--- config.mk ---
export PLATFORM = sky130hd
export DESIGN_NAME = gicCfgRegs
export DESIGN_NICKNAME = d
export VERILOG_FILES = /design/src/hw/gicPkg.sv /design/src/hw/gicCfgRegs.sv
export SDC_FILE = /design/constraint.sdc
export NUM_CORES = 1
export LEC_CHECK = 0
export BUFFER_PORTS_ARGS = -buffer_cell sky130_fd_sc_hd__buf_4
export CAP_MARGIN = 20
export CELL_PAD_IN_SITES_DETAIL_PLACEMENT = 0
export CELL_PAD_IN_SITES_GLOBAL_PLACEMENT = 1
export CORE_ASPECT_RATIO = 0.5
export CORE_MARGIN = 2
export CORE_UTILIZATION = 40
export CTS_BUF_LIST = sky130_fd_sc_hd__clkbuf_8
export DETAILED_ROUTE_END_ITERATION = 8
export PLACE_DENSITY_LB_ADDON = 0.1
export SLEW_MARGIN = 20
export SYNTH_ARGS = -nofsm -noshare
export SYNTH_HDL_FRONTEND = slang
export SYNTH_SLANG_ARGS = --single-unit
--- constraint.sdc ---
create_clock -name clk -period 2 [get_ports clk]
set_input_delay 0 -clock clk [delete_from_list [all_inputs] [get_ports clk]]
set_output_delay 0 -clock clk [all_outputs]
set_load 0.02 [all_outputs]
--- src/hw/gicPkg.sv ---
// Shared widths, vector types, FSM encoding and APB register map, imported by every GIC block
`default_nettype none

package gicPkg;

    // ====================
    // Widths
    // ====================
    localparam int DAT_W          = 128;
    localparam int GLB_ADDR_W     = 16;
    localparam int CNT_W          = 16;
    localparam int DRAM_ADDR_W    = 32;
    localparam int APB_ADDR_W     = 8;
    localparam int APB_DAT_W      = 32;

    // Stored buffer entries, address wraps at this depth
    localparam int GLB_DEPTH_LOG2 = 8;
    localparam int GLB_DEPTH      = 1 << GLB_DEPTH_LOG2;

    // Vector types
    typedef logic [DAT_W-1:0]       datW;
    typedef logic [GLB_ADDR_W-1:0]  glbAddrW;
    typedef logic [CNT_W-1:0]       cntW;
    typedef logic [DRAM_ADDR_W-1:0] dramAddrW;
    typedef logic [APB_ADDR_W-1:0]  apbAddrW;
    typedef logic [APB_DAT_W-1:0]   apbDatW;

    // Transfer FSM
    typedef enum logic [1:0] {
        IDLE,
        CMD,
        IN2CHIP,
        OUT2OFF
    } gicState;

    // ====================
    // Register map
    // ====================
    localparam apbAddrW REG_CTRL = 8'h00;
    localparam apbAddrW REG_DIR  = 8'h04;
    localparam apbAddrW REG_NUM  = 8'h08;
    localparam apbAddrW REG_DRAM = 8'h0C;
    localparam apbAddrW REG_GLB  = 8'h10;
    localparam apbAddrW REG_STAT = 8'h14;

    // Control and status bit positions
    localparam int CTRL_START_BIT = 0;
    localparam int CTRL_ABORT_BIT = 1;
    localparam int STAT_BUSY_BIT  = 0;
    localparam int STAT_DONE_LSB  = 16;

    // Command word fields, upper bits stay zero
    localparam int CMD_DIR_BIT  = 0;
    localparam int CMD_DRAM_LSB = 1;
    localparam int CMD_DRAM_MSB = CMD_DRAM_LSB + DRAM_ADDR_W - 1;
    localparam int CMD_NUM_LSB  = CMD_DRAM_MSB + 1;
    localparam int CMD_NUM_MSB  = CMD_NUM_LSB + CNT_W - 1;

endpackage

`default_nettype wire

--- src/hw/gicCfgRegs.sv ---
// APB register block holding the transfer setup, raising the start request and the abort pulse
`timescale 1ns/100ps
`default_nettype none

module gicCfgRegs (
    input  wire logic             clk,
    input  wire logic             rst_n,
    // APB slave
    input  wire logic             psel,
    input  wire logic             penable,
    input  wire logic             pwrite,
    input  wire gicPkg::apbAddrW  paddr,
    input  wire gicPkg::apbDatW   pwdata,
    output logic                  pready,
    output gicPkg::apbDatW        prdata,
    output logic                  pslverr,
    // Start request and abort
    output logic                  cfgVld,
    input  wire logic             cfgRdy,
    output logic                  abort,
    // Transfer setup
    output logic                  cfgDir,
    output gicPkg::cntW           cfgNum,
    output gicPkg::dramAddrW      cfgDram,
    output gicPkg::glbAddrW       cfgGlb,
    // Controller status
    input  wire logic             busy,
    input  wire logic             xferDone
);
    import gicPkg::*;

    logic apbAcc;
    logic apbWr;
    logic apbRd;
    logic ctrlWr;
    logic addrHit;
    cntW  doneCnt;

    // ====================
    // APB decode
    // ====================
    assign apbAcc = psel & penable;
    assign apbWr  = apbAcc & pwrite;
    assign apbRd  = apbAcc & ~pwrite;
    assign ctrlWr = apbWr & (paddr == REG_CTRL);

    // No wait states
    assign pready = 1'b1;

    always_comb begin
        case (paddr)
            REG_CTRL, REG_DIR, REG_NUM, REG_DRAM, REG_GLB, REG_STAT: addrHit = 1'b1;
            default: addrHit = 1'b0;
        endcase
    end

    // Unknown offset, or read of write-only control
    assign pslverr = apbAcc & (~addrHit | (apbRd & (paddr == REG_CTRL)));

    // Setup registers, written in the access phase
    always_ff @(posedge clk or negedge rst_n) begin
        if (!rst_n) begin
            cfgDir  <= 1'b0;
            cfgNum  <= '0;
            cfgDram <= '0;
            cfgGlb  <= '0;
        end else if (apbWr) begin
            case (paddr)
                REG_DIR:  cfgDir  <= pwdata[0];
                REG_NUM:  cfgNum  <= pwdata[CNT_W-1:0];
                REG_DRAM: cfgDram <= pwdata[DRAM_ADDR_W-1:0];
                REG_GLB:  cfgGlb  <= pwdata[GLB_ADDR_W-1:0];
                default: ;
            endcase
        end
    end

    // ====================
    // Start and abort
    // ====================
    always_ff @(posedge clk or negedge rst_n) begin
        if (!rst_n) begin
            cfgVld <= 1'b0;
            abort  <= 1'b0;
        end else begin
            // Single-cycle pulse
            abort <= ctrlWr & pwdata[CTRL_ABORT_BIT];
            // Pending until the FSM accepts it
            if (ctrlWr && pwdata[CTRL_START_BIT]) begin
                cfgVld <= 1'b1;
            end else if (cfgVld && cfgRdy) begin
                cfgVld <= 1'b0;
            end
        end
    end

    // Completed transfers
    always_ff @(posedge clk or negedge rst_n) begin
        if (!rst_n) begin
            doneCnt <= '0;
        end else if (xferDone) begin
            doneCnt <= doneCnt + 1'b1;
        end
    end

    // Read mux
    always_comb begin
        prdata = '0;
        if (apbRd) begin
            case (paddr)
                REG_DIR:  prdata[0]                = cfgDir;
                REG_NUM:  prdata[CNT_W-1:0]        = cfgNum;
                REG_DRAM: prdata[DRAM_ADDR_W-1:0]  = cfgDram;
                REG_GLB:  prdata[GLB_ADDR_W-1:0]   = cfgGlb;
                REG_STAT: begin
                    prdata[STAT_BUSY_BIT]          = busy;
                    prdata[STAT_DONE_LSB +: CNT_W] = doneCnt;
                end
                default: ;
            endcase
        end
    end

    // Start request held across a busy controller
    cfgHoldA: assert property (@(posedge clk) disable iff (!rst_n)
        cfgVld && !cfgRdy |=> cfgVld);

endmodule

`default_nettype wire

==> impl_metrics.json <==
{
  "clock_path_buffers": 2,
  "core_mm2": 0.0102,
  "num_antenna_cells": 0,
  "core.rowCount": 26,
  "routed_via_density": 4.95,
  "fmax_ghz": 0.590,
  "path_cells": "mux2_2, a22oi_1, o32a_1, nor3_1, buf_4",
  "irDropWorstVdd_v": 0.000297,
  "synth_common_cells": "dfrtp_1, mux2_2, nand2_1, mux2_4, nand3_1",
  "cp.arrival_ns": 1.69,
  "synth_nets": 396,
  "ios": 149,
  "ys_ff_latch": 83,
  "setup_ws_ns": 0.306,
  "wl_per_cell_um": 16.3,
  "met2_usage_pct": 33.2,
  "cpLargestDelayFamily": "flip-flops",
  "drt_iter0_drc": 123,
  "crit_cells": 5,
  "ys.flop_type": "dfrtp_1",
  "drt-total-wl_um": 11100,
  "grt_pass1_wl_um": 18000,
  "ys_seq_area_share_pct": 49.4,
  "path_max_fanout": 3,
  "clock-sinks": 83,
  "rsz0062_at_grt": "no",
  "post_cts_buffers": 0,
  "use_met3_pct": 5.93,
  "syn_avg_cell_area_um2": 12.1,
  "cp_data_required_time_ns": 2.00,
  "cp_num_buf_inv": 1,
  "use_met1_pct": 26.4,
  "cts_tree": "built",
  "ff2ff_path_depth": 4,
  "synth-edff-count": 0,
  "cp_slowest_cell": "dfrtp_1",
  "synth_cells": 347,
  "synth.distinct_cells": 39,
  "final_layout_size_suffix_gt1_share_pct": 49.1,
  "yosysMostFrequentCell": "dfrtp_1",
  "antenna_found_initial": 0,
  "grt_use_total_pct": 20.2,
  "fillers": 925,
  "reg2reg_slack_ns": 0.38,
  "cts_made_buffers": 9,
  "cts-resized-gates": 0,
  "clock_latency_ns": 0.35,
  "drt_drc_violations_left": 0,
  "hold_path.class": "primary input to flop",
  "design.die.area_mm2": 0.0114,
  "root_buffer": "clkbuf_8",
  "grt_max_degree": 49,
  "maxSlewViolCount": 0,
  "tns_ns": 0,
  "drtPass1Iterations": 4,
  "cpPeakStageDelay_ns": 0.39,
  "crit_end": "prdata[0]",
  "yosysTopAreaCell": "dfrtp_1",
  "status": "finished, final reports clean",
  "start_util_pct": 41.1,
  "synth_warnings": 0,
  "end_kind": "primary output",
  "portBuffers": 147,
  "ant_nets": 0,
  "finalHoldViolCount": 0,
  "async_flop_share_pct": 100,
  "cts.clk_slew.worst_paths_ns": 0.09,
  "crit_path_start": "cfgDir",
  "worst_setup_path_start_kind": "flop",
  "num_vias": 3357,
  "gr-total-overflow": 0,
  "area_growth_pct": 43.4,
  "fin_util_pct": 59.0,
  "final-setup-viol-count": 0,
  "ys_top_cells_by_area": "dfrtp_1, mux2_2, mux2_4",
  "rr_startpoint": "doneCnt[4]",
  "gp_congestion": 0.730,
  "period_needed_ns": 1.69,
  "r2r_end": "doneCnt[15]",
  "die_w_um": 149,
  "fin_nets": 582,
  "timing.final.crit_share_pct": 84.7,
  "pre_cts_ws_ns": 0.336,
  "maxCapViolations": 0,
  "cts.htree.levels": 3,
  "dp_hpwl_um": 7570,
  "grt_pass1_vias": 3347,
  "yosysTopAreaCellShare_pct": 49.4,
  "die_y_um": 76.5,
  "fin_skew_ns": 0.00412,
  "leakagePower_nw": 3.08,
  "synth_area_mm2": 0.00420,
  "path_class": "flop to primary output",
  "powerDensity_mw_per_mm2": 606,
  "busiest_layer": "met2"
}
==> registers in the layout (all words and copies together), names as in the netlist <==
name / cells
abort: 1
cfgDir: 1
cfgDram: 32
cfgNum: 16
doneCnt: 16
cfgGlb: 16
cfgVld: 1
==> cells by family after synthesis <==
group	after synthesis	synth area share, %
simple gates	105	13.5
flops	83	49.4
xor+xnor	15	3.13
other cells	1	0.0892
buf+inv	22	3.24
fa+ha+maj	1	0.298
compound gates	36	5.18
mux	84	25.1
==> worst min path at each step <==
stage	end	depth (start not counted)	startpoint	slack (ns)
2_1_floorplan	abort	0	rst_n	-0.30
3_3_place_gp	doneCnt[1]	1	rst_n	0.0006
3_5_place_dp	doneCnt[1]	1	rst_n	-0.002
4_1_cts	cfgDir	4	paddr[6]	0.04
5_1_grt	abort	3	paddr[3]	0.07
6_report	cfgDir	4	paddr[6]	0.06
==> per-stage QoR <==
step / power, mW / hold WS [ns] / cell area (um2) / std cells
CTS: 3.71 / 0.0360 / 6030 / 678
global route: 3.85 / 0.0660 / 6030 / 678
finish: 3.65 / 0.0554 / 6030 / 678
floorplan: 2.09 / -0.296 / 4200 / 347
global placement: 2.30 / 0.000609 / 5450 / 626
detailed placement: 2.31 / -0.00164 / 5450 / 626
==> power by group <==
part	switching, mW	internal, mW	leakage (nW)	total [mW]
sequential	0.108	1.76	1.15	1.87
combinational	0.210	0.245	1.82	0.455
clock	0.625	0.701	0.113	1.33
total	0.943	2.71	3.08	3.65
==> worst reg2reg max path, stage by stage (launching register included) <==
cell and delay, ns:
dfrtp_1 0.45, nand4_1 0.20, or4_1 0.57, nor2_1 0.16, xor2_1 0.16
==> cells in the final DEF, fill, tap and decap left out, types with 5 or more instances in the layout <==
| master | instances |
|---|---|
| nor3_1 | 5 |
| nand3_1 | 20 |
| a21oi_1 | 6 |
| nor2_1 | 17 |
| nand4_1 | 8 |
| xnor2_1 | 9 |
| dfrtp_1 | 83 |
| o21ai_0 | 17 |
| a22oi_1 | 10 |
| mux2_4 | 30 |
| xor2_1 | 6 |
| clkbuf_8 | 9 |
| buf_4 | 157 |
| mux2_2 | 52 |
| dlygate4sd3_1 | 36 |
| nand2_1 | 36 |
==> cell type report <==
cell class / count / area [um2] / area share [%]
sequential: 83 / 2080 / 34.5
timing repair buffer: 194 / 1560 / 25.9
inverter: 3 / 11.3 / 0.187
clock buffer: 9 / 124 / 2.05
tap: 140 / 175 / 2.91
clock inverter: 7 / 92.6 / 1.54
multi-input combinational: 242 / 1990 / 33.0
==> metal layers <==
layer  part of all wire [%]  up-vias
met1                     46     1656
li1                       -     1607
met3                    5.4       10
met2                     48       84
met4                   0.96        0
met5                      0        -
==> repair_timing <==
item / CTS / global route
endpoints found under the hold margin: 105 / 0
setup endpoints to repair: 0 / 0
hold buffers: 36 / 0
Note: power is estimated with default switching activity, not from simulation.
