## src/hw/gicPkg.sv

```systemverilog
// Shared widths, vector types, FSM encoding and APB register map, imported by every GIC block
`default_nettype none

package gicPkg;

    // ====================
    // Widths
    // ====================
    localparam int DAT_W          = 128;
    localparam int GLB_ADDR_W     = 16;
    localparam int CNT_W          = 16;
    localparam int DRAM_ADDR_W    = 32;
    localparam int APB_ADDR_W     = 8;
    localparam int APB_DAT_W      = 32;

    // Stored buffer entries, address wraps at this depth
    localparam int GLB_DEPTH_LOG2 = 8;
    localparam int GLB_DEPTH      = 1 << GLB_DEPTH_LOG2;

    // Vector types
    typedef logic [DAT_W-1:0]       datW;
    typedef logic [GLB_ADDR_W-1:0]  glbAddrW;
    typedef logic [CNT_W-1:0]       cntW;
    typedef logic [DRAM_ADDR_W-1:0] dramAddrW;
    typedef logic [APB_ADDR_W-1:0]  apbAddrW;
    typedef logic [APB_DAT_W-1:0]   apbDatW;

    // Transfer FSM
    typedef enum logic [1:0] {
        IDLE,
        CMD,
        IN2CHIP,
        OUT2OFF
    } gicState;

    // ====================
    // Register map
    // ====================
    localparam apbAddrW REG_CTRL = 8'h00;
    localparam apbAddrW REG_DIR  = 8'h04;
    localparam apbAddrW REG_NUM  = 8'h08;
    localparam apbAddrW REG_DRAM = 8'h0C;
    localparam apbAddrW REG_GLB  = 8'h10;
    localparam apbAddrW REG_STAT = 8'h14;

    // Control and status bit positions
    localparam int CTRL_START_BIT = 0;
    localparam int CTRL_ABORT_BIT = 1;
    localparam int STAT_BUSY_BIT  = 0;
    localparam int STAT_DONE_LSB  = 16;

    // Command word fields, upper bits stay zero
    localparam int CMD_DIR_BIT  = 0;
    localparam int CMD_DRAM_LSB = 1;
    localparam int CMD_DRAM_MSB = CMD_DRAM_LSB + DRAM_ADDR_W - 1;
    localparam int CMD_NUM_LSB  = CMD_DRAM_MSB + 1;
    localparam int CMD_NUM_MSB  = CMD_NUM_LSB + CNT_W - 1;

endpackage

`default_nettype wire

```

## src/hw/glbIf.sv

```systemverilog
// Global-buffer bus between controller and SRAM bank, bundling write, read address and read data
`timescale 1ns/100ps
`default_nettype none

interface glbIf;
    import gicPkg::*;

    // Write channel
    glbAddrW wrAddr;
    datW     wrDat;
    logic    wrVld;
    logic    wrRdy;

    // Read address channel
    glbAddrW rdAddr;
    logic    rdAddrVld;
    logic    rdAddrRdy;

    // Read data channel, one register stage in the bank
    datW     rdDat;
    logic    rdDatVld;
    logic    rdDatRdy;

    // Controller side
    modport ctrl (
        output wrAddr, wrDat, wrVld,
        input  wrRdy,
        output rdAddr, rdAddrVld,
        input  rdAddrRdy,
        input  rdDat, rdDatVld,
        output rdDatRdy
    );

    // SRAM side
    modport bank (
        input  wrAddr, wrDat, wrVld,
        output wrRdy,
        input  rdAddr, rdAddrVld,
        output rdAddrRdy,
        output rdDat, rdDatVld,
        input  rdDatRdy
    );

endinterface

`default_nettype wire

```

## src/hw/gicCtrl.sv

```systemverilog
// Transfer FSM of the GIC, sending the command beat and moving words between port and buffer
`timescale 1ns/100ps
`default_nettype none

module gicCtrl (
    input  wire logic              clk,
    input  wire logic              rst_n,
    // Setup from the register block
    input  wire logic              cfgVld,
    output logic                   cfgRdy,
    input  wire logic              abort,
    input  wire logic              cfgDir,
    input  wire gicPkg::cntW       cfgNum,
    input  wire gicPkg::dramAddrW  cfgDram,
    input  wire gicPkg::glbAddrW   cfgGlb,
    output logic                   busy,
    output logic                   xferDone,
    // Off-chip outgoing
    output logic                   itfCmdVld,
    output gicPkg::datW            itfOutDat,
    output logic                   itfOutVld,
    output logic                   itfOutLast,
    input  wire logic              itfOutRdy,
    // Off-chip incoming
    input  wire gicPkg::datW       itfInDat,
    input  wire logic              itfInVld,
    input  wire logic              itfInLast,
    output logic                   itfInRdy,
    // Global buffer
    glbIf.ctrl                     glb
);
    import gicPkg::*;

    gicState state;
    gicState stateNxt;
    datW     cmdWord;
    datW     cmdNxt;
    cntW     addrCnt;
    cntW     retCnt;
    cntW     lastIdx;
    glbAddrW curAddr;
    logic    numZero;
    logic    cmdFire;
    logic    inFire;
    logic    inEnd;
    logic    rdIssue;
    logic    outFire;
    logic    outEnd;
    logic    dataState;

    assign numZero   = (cfgNum == '0);
    assign lastIdx   = cfgNum - 1'b1;
    assign dataState = (state == IN2CHIP) | (state == OUT2OFF);
    assign cmdFire   = (state == CMD) & itfOutRdy;

    // ====================
    // FSM
    // ====================
    always_comb begin
        stateNxt = state;
        case (state)
            IDLE: begin
                if (cfgVld) begin
                    stateNxt = CMD;
                end
            end
            CMD: begin
                if (abort) begin
                    stateNxt = IDLE;
                end else if (cmdFire) begin
                    // Direction from the latched command
                    stateNxt = cmdWord[CMD_DIR_BIT] ? OUT2OFF : IN2CHIP;
                end
            end
            IN2CHIP: begin
                if (abort || numZero || inEnd) begin
                    stateNxt = IDLE;
                end
            end
            OUT2OFF: begin
                if (abort || numZero || outEnd) begin
                    stateNxt = IDLE;
                end
            end
            default: stateNxt = IDLE;
        endcase
    end

    always_ff @(posedge clk or negedge rst_n) begin
        if (!rst_n) begin
            state <= IDLE;
        end else begin
            state <= stateNxt;
        end
    end

    assign cfgRdy = (state == IDLE);
    assign busy   = (state != IDLE);

    // Normal completion only, abort suppresses it
    assign xferDone = ~abort & (inEnd | outEnd | (dataState & numZero));

    // Command word packing
    always_comb begin
        cmdNxt                            = '0;
        cmdNxt[CMD_DIR_BIT]               = cfgDir;
        cmdNxt[CMD_DRAM_MSB:CMD_DRAM_LSB] = cfgDram;
        cmdNxt[CMD_NUM_MSB:CMD_NUM_LSB]   = cfgNum;
    end

    // Latched at the start handshake
    always_ff @(posedge clk) begin
        if (state == IDLE && cfgVld) begin
            cmdWord <= cmdNxt;
        end
    end

    // ====================
    // Counters
    // ====================
    // Written beats inbound, issued reads outbound
    always_ff @(posedge clk or negedge rst_n) begin
        if (!rst_n) begin
            addrCnt <= '0;
        end else if (state == IDLE) begin
            addrCnt <= '0;
        end else if (inFire || rdIssue) begin
            addrCnt <= addrCnt + 1'b1;
        end
    end

    // Beats handed to the off-chip side
    always_ff @(posedge clk or negedge rst_n) begin
        if (!rst_n) begin
            retCnt <= '0;
        end else if (state == IDLE) begin
            retCnt <= '0;
        end else if (outFire) begin
            retCnt <= retCnt + 1'b1;
        end
    end

    assign curAddr = cfgGlb + addrCnt;

    // Inbound path, straight into the buffer
    assign itfInRdy   = (state == IN2CHIP) & ~numZero & glb.wrRdy;
    assign glb.wrVld  = (state == IN2CHIP) & ~numZero & itfInVld;
    assign glb.wrAddr = curAddr;
    assign glb.wrDat  = itfInDat;
    assign inFire     = itfInVld & itfInRdy;
    assign inEnd      = inFire & ((addrCnt == lastIdx) | itfInLast);

    // Outbound path, reads run ahead of returned beats
    assign glb.rdAddr    = curAddr;
    assign glb.rdAddrVld = (state == OUT2OFF) & (addrCnt < cfgNum);
    assign rdIssue       = glb.rdAddrVld & glb.rdAddrRdy;
    assign glb.rdDatRdy  = (state == OUT2OFF) & itfOutRdy;
    assign outFire       = (state == OUT2OFF) & glb.rdDatVld & itfOutRdy;
    assign outEnd        = outFire & (retCnt == lastIdx);

    // Output port mux
    always_comb begin
        case (state)
            CMD: begin
                itfOutDat  = cmdWord;
                itfOutVld  = 1'b1;
                itfOutLast = 1'b1;
            end
            OUT2OFF: begin
                itfOutDat  = glb.rdDat;
                itfOutVld  = glb.rdDatVld;
                itfOutLast = glb.rdDatVld & (retCnt == lastIdx);
            end
            default: begin
                itfOutDat  = '0;
                itfOutVld  = 1'b0;
                itfOutLast = 1'b0;
            end
        endcase
    end

    assign itfCmdVld = (state == CMD);

    // ====================
    // Checks
    // ====================
    stateLegalA: assert property (@(posedge clk) disable iff (!rst_n)
        !$isunknown(state) && (state inside {IDLE, CMD, IN2CHIP, OUT2OFF}));

    // Buffer writes only after a command beat went out
    wrAfterCmdA: assert property (@(posedge clk) disable iff (!rst_n)
        glb.wrVld |-> (state == IN2CHIP) && ($past(state) inside {CMD, IN2CHIP}));

    // Port beat held through back-pressure, bank included
    outHoldA: assert property (@(posedge clk) disable iff (!rst_n)
        itfOutVld && !itfOutRdy && !abort |=> itfOutVld && $stable(itfOutDat));

endmodule

`default_nettype wire

```

## src/flat_wrapper.sv

```systemverilog
// flat-port wrapper written by rule: the top's interface ports become plain ports
module gicCtrl_flat import gicPkg::*;
  (clk, rst_n, cfgVld, cfgRdy, abort, cfgDir, cfgNum, cfgDram, cfgGlb, busy, xferDone, itfCmdVld, itfOutDat, itfOutVld, itfOutLast, itfOutRdy, itfInDat, itfInVld, itfInLast, itfInRdy, glb_wrAddr, glb_wrDat, glb_wrVld, glb_wrRdy, glb_rdAddr, glb_rdAddrVld, glb_rdAddrRdy, glb_rdDat, glb_rdDatVld, glb_rdDatRdy);
  glbIf glb_i ();
  input  wire logic clk;
  input  wire logic rst_n;
  input  wire logic cfgVld;
  output logic cfgRdy;
  input  wire logic abort;
  input  wire logic cfgDir;
  input  wire gicPkg::cntW cfgNum;
  input  wire gicPkg::dramAddrW cfgDram;
  input  wire gicPkg::glbAddrW cfgGlb;
  output logic busy;
  output logic xferDone;
  output logic itfCmdVld;
  output gicPkg::datW itfOutDat;
  output logic itfOutVld;
  output logic itfOutLast;
  input  wire logic itfOutRdy;
  input  wire gicPkg::datW itfInDat;
  input  wire logic itfInVld;
  input  wire logic itfInLast;
  output logic itfInRdy;
  output wire logic [$bits(glb_i.wrAddr)-1:0] glb_wrAddr;
  output wire logic [$bits(glb_i.wrDat)-1:0] glb_wrDat;
  output wire logic [$bits(glb_i.wrVld)-1:0] glb_wrVld;
  input wire logic [$bits(glb_i.wrRdy)-1:0] glb_wrRdy;
  output wire logic [$bits(glb_i.rdAddr)-1:0] glb_rdAddr;
  output wire logic [$bits(glb_i.rdAddrVld)-1:0] glb_rdAddrVld;
  input wire logic [$bits(glb_i.rdAddrRdy)-1:0] glb_rdAddrRdy;
  input wire logic [$bits(glb_i.rdDat)-1:0] glb_rdDat;
  input wire logic [$bits(glb_i.rdDatVld)-1:0] glb_rdDatVld;
  output wire logic [$bits(glb_i.rdDatRdy)-1:0] glb_rdDatRdy;
  assign glb_wrAddr = glb_i.wrAddr;
  assign glb_wrDat = glb_i.wrDat;
  assign glb_wrVld = glb_i.wrVld;
  assign glb_i.wrRdy = glb_wrRdy;
  assign glb_rdAddr = glb_i.rdAddr;
  assign glb_rdAddrVld = glb_i.rdAddrVld;
  assign glb_i.rdAddrRdy = glb_rdAddrRdy;
  assign glb_i.rdDat = glb_rdDat;
  assign glb_i.rdDatVld = glb_rdDatVld;
  assign glb_rdDatRdy = glb_i.rdDatRdy;
  gicCtrl u_core (.clk(clk), .rst_n(rst_n), .cfgVld(cfgVld), .cfgRdy(cfgRdy), .abort(abort), .cfgDir(cfgDir), .cfgNum(cfgNum), .cfgDram(cfgDram), .cfgGlb(cfgGlb), .busy(busy), .xferDone(xferDone), .itfCmdVld(itfCmdVld), .itfOutDat(itfOutDat), .itfOutVld(itfOutVld), .itfOutLast(itfOutLast), .itfOutRdy(itfOutRdy), .itfInDat(itfInDat), .itfInVld(itfInVld), .itfInLast(itfInLast), .itfInRdy(itfInRdy), .glb(glb_i));
endmodule
```

## config.mk

```make
export PLATFORM = sky130hd
export DESIGN_NAME = gicCtrl_flat
export DESIGN_NICKNAME = d
export VERILOG_FILES = /design/src/hw/gicPkg.sv /design/src/hw/glbIf.sv /design/src/hw/gicCtrl.sv /design/src/flat_wrapper.sv
export SDC_FILE = /design/constraint.sdc
export NUM_CORES = 1
export LEC_CHECK = 0
export BUFFER_PORTS_ARGS = -buffer_cell sky130_fd_sc_hd__buf_2
export CORE_AREA = 2 2 246 248
export CTS_CLUSTER_DIAMETER = 50
export DETAILED_ROUTE_END_ITERATION = 10
export DIE_AREA = 0 0 248 250
export HOLD_SLACK_MARGIN = 0.05
export SLEW_MARGIN = 20
export SYNTH_ARGS = -nofsm -noshare
export SYNTH_HDL_FRONTEND = slang
export SYNTH_SLANG_ARGS = --single-unit
```

## constraint.sdc

```tcl
create_clock -name clk -period 13.2 [get_ports clk]
set_input_delay 3.96 -clock clk [delete_from_list [all_inputs] [get_ports clk]]
set_output_delay 3.96 -clock clk [all_outputs]
set_load 0.1 [all_outputs]
```

==> run metrics <==
first drt pass iteration count 5; worst vdd ir 0.000143 V; R2R cell count 6; vias in the first global route ~6900; hold path depth 2; Final Hold Viols 0; drt drc 0; post-synthesis async set-or-reset flop share between 40% and 50%; worst slew pin tran around 970 ps; per-cell routed wire length around 26 µm; skew final around 7.1 ps; final setup fails 0; sequential share of the synthesized area just under 30%; Starting Density between 10% and 20%; Leak Pwr 4.62 nW; critical setup path kind primary input to output pin; DP HPWL roughly 42000 µm; post-synth cell types 69; CTS H-tree lvls 3; Port Buffer Count about 370; WP data arrival 6910 ps; dpl cell area 0.00944 mm²; first-pass GRT wire length 61200 µm; clock latency on the worst-skew pair 390 ps; Post-CTS Setup Bufs 0; CORE AREA 0.0596 mm²; largest net degree at the start of global routing 96; DR vias between 7000 and 8000; Ys Warns 0; Yosys top cell by area edfxtp_1; most common library cells after synthesis 144 x buf_4, 84 x and3_1, 52 x mux2i_1, 52 x nor2b_1, 50 x nor2_1; minimum clock period around 11000 ps; cells after synthesis roughly 900; Post-synth EDFFs 49; nets@finish around 1400; Peak Freq ~92 MHz; fillers a little under 7000; RSZ-0062 raised after global routing no; Syn Area/Cell around 8.8 µm²; Max clock buf depth 2; Total Power 0.00215 W; Clock Sinks a little over 80; area fraction of the dominant cell type after synthesis 18.7%; final worst-path cycle share between 80% and 90%; status finished clean; cts bufs inserted 9; Mapped Area approximately 0.0079 mm²; required time worst endpoint 9240 ps; layout cells sized above 1 37.7%; top_reg_cell synth edfxtp_1; total grt overflow 0; Worst Hold Class flip-flop to flip-flop; placed instance count roughly 1900; TNS Setup 0 ps; CTS root buf clkbuf_16; Final Routed Wirelength between 40000 and 50000 µm; Rows 90; chip width around 250 µm; Vias/cell a little under 4; initial antenna violation count between 50 and 60; Slew Viols, Final 0; # IOs around 630; clock slew seen by the registers of the worst setup and hold paths about 70 ps; DRT iter0 DRCs between 300 and 400; Max Cap Violations 0; Resized cells post-CTS 0; die footprint a little over 0.06 mm²; Non-Filler Instances 1885; P per Cell Area ~220 mW/mm²; CP endpoint kind output pin; total track usage between 15 and 20%; Syn Nets roughly 1300; CTS tree done; synthesis-to-layout area growth 24.2%; worst-path maximum fanout 3; Placer Congestion roughly 0.93; CTS hold repair buffers 0; Setup WS pre-CTS between 2000 and 2500 ps; Yosys reg bits 83; fin area a little under 0.01 mm²; die height 250 µm; register area about 0.0023 mm²; synth top area cells edfxtp_1 19%, buf_4 14%, dfrtp_1 11%, and3_1 6.7%, mux2i_1 6.6%; most common cell in the netlist buf_4; post-route ant nets 0; Multi-input gate area a little over 0.004 mm²; Slew HR a little over a third; PnR worst setup slack about 2300 ps; Setup crit start kind primary input
==> cells in the final DEF, fill, tap and decap left out, types with 4 or more instances in the layout <==
cell,Yosys,final
nand2b_1,7,7
diode_2,0,15
xnor2_1,38,38
nor2b_1,52,52
nor3_1,16,16
buf_2,6,372
nand2_1,38,38
a2111oi_0,4,4
xor2_1,18,18
clkbuf_16,0,10
dfrtp_1,34,32
a211oi_1,7,7
inv_1,32,32
and3_1,84,84
o21a_1,8,8
ha_1,34,34
a21o_1,4,4
nor4_1,11,11
or4_1,8,8
edfxtp_1,49,49
o31ai_1,9,9
o21ai_0,16,16
a21oi_1,23,23
or3_1,7,7
o211ai_1,7,7
mux2i_1,52,52
nor2_1,50,50
nand4_1,13,13
and2_1,5,4
nand3_1,20,20
buf_4,144,4
==> registers in the layout, summed over array words and instances (netlist names) <==
register        flops
u_core.addrCnt     16
u_core.retCnt      16
u_core.state        2
u_core.cmdWord     49
==> logic make-up (layout without fill, tap and decap cells) <==
family / Yosys count / count (layout) / share of synthesized area, %
DFF: 83 / 83 / 29.5
adders and majority gates: 35 / 35 / 5.65
other: 0 / 15 / 0
xor gates and xnor gates: 58 / 58 / 6.79
muxes: 52 / 52 / 6.60
AOI/OAI and AO/OA: 107 / 107 / 9.51
and+or+nand+nor: 329 / 329 / 23.7
buffers and inverters: 230 / 424 / 18.3
==> power breakdown <==
part           internal, W  leakage [nW]  total [W]  switching (W)
Clock             0.000148         0.154   0.000284       0.000136
Sequential        0.000328         0.931   0.000384      0.0000559
Combinational     0.000234          3.54    0.00148        0.00124
Total             0.000710          4.62    0.00215        0.00144
==> worst paths after layout <==
kind	from	end	slack (ps)
setup / recovery	cfgGlb[0]	glb_rdAddr[14]	2330
hold / removal	u_core.retCnt[15]	u_core.retCnt[15]	610
setup reg to reg	u_core.state[0]	u_core.addrCnt[5]	9900
hold reg to reg	u_core.retCnt[15]	u_core.retCnt[15]	610
max in group asynchronous	rst_n	u_core.state[0]	8940
min in group asynchronous	rst_n	u_core.retCnt[11]	3660
==> metrics by stage <==
stage	hold slack [ps]	util, %
floorplan	525	-
global placement	568	15.8
detailed placement	598	15.8
CTS	620	16.4
global route	649	16.4
finish	614	16.4
==> worst max-delay path: stages <==
cell,delay [ps]
buf_2,80
ha_1,220
inv_1,70
fa_1,400
nor2b_1,130
o21a_1,160
o21ai_0,130
a2111oi_0,610
o31ai_1,240
o21bai_1,170
a21oi_1,90
xnor2_1,180
buf_2,460
==> routing by layer <==
metal,global-route usage [%],routed length (µm)
met1,17.3,19500
met5,0,241
met3,15.2,10200
met2,19.9,18300
met4,2.75,657
==> area by class of cell <==
type / count / share of cell area [%]
Antenna cell: 15 / 0.383
Clock buffer: 11 / 2.70
Clock inverter: 5 / 0.473
Inverter: 32 / 1.23
Multi-Input combinational cell: 581 / 42.1
Sequential cell: 83 / 23.8
Tap cell: 782 / 10.0
Timing Repair Buffer: 376 / 19.3
No activity file was read; power rests on OpenSTA's default activity.
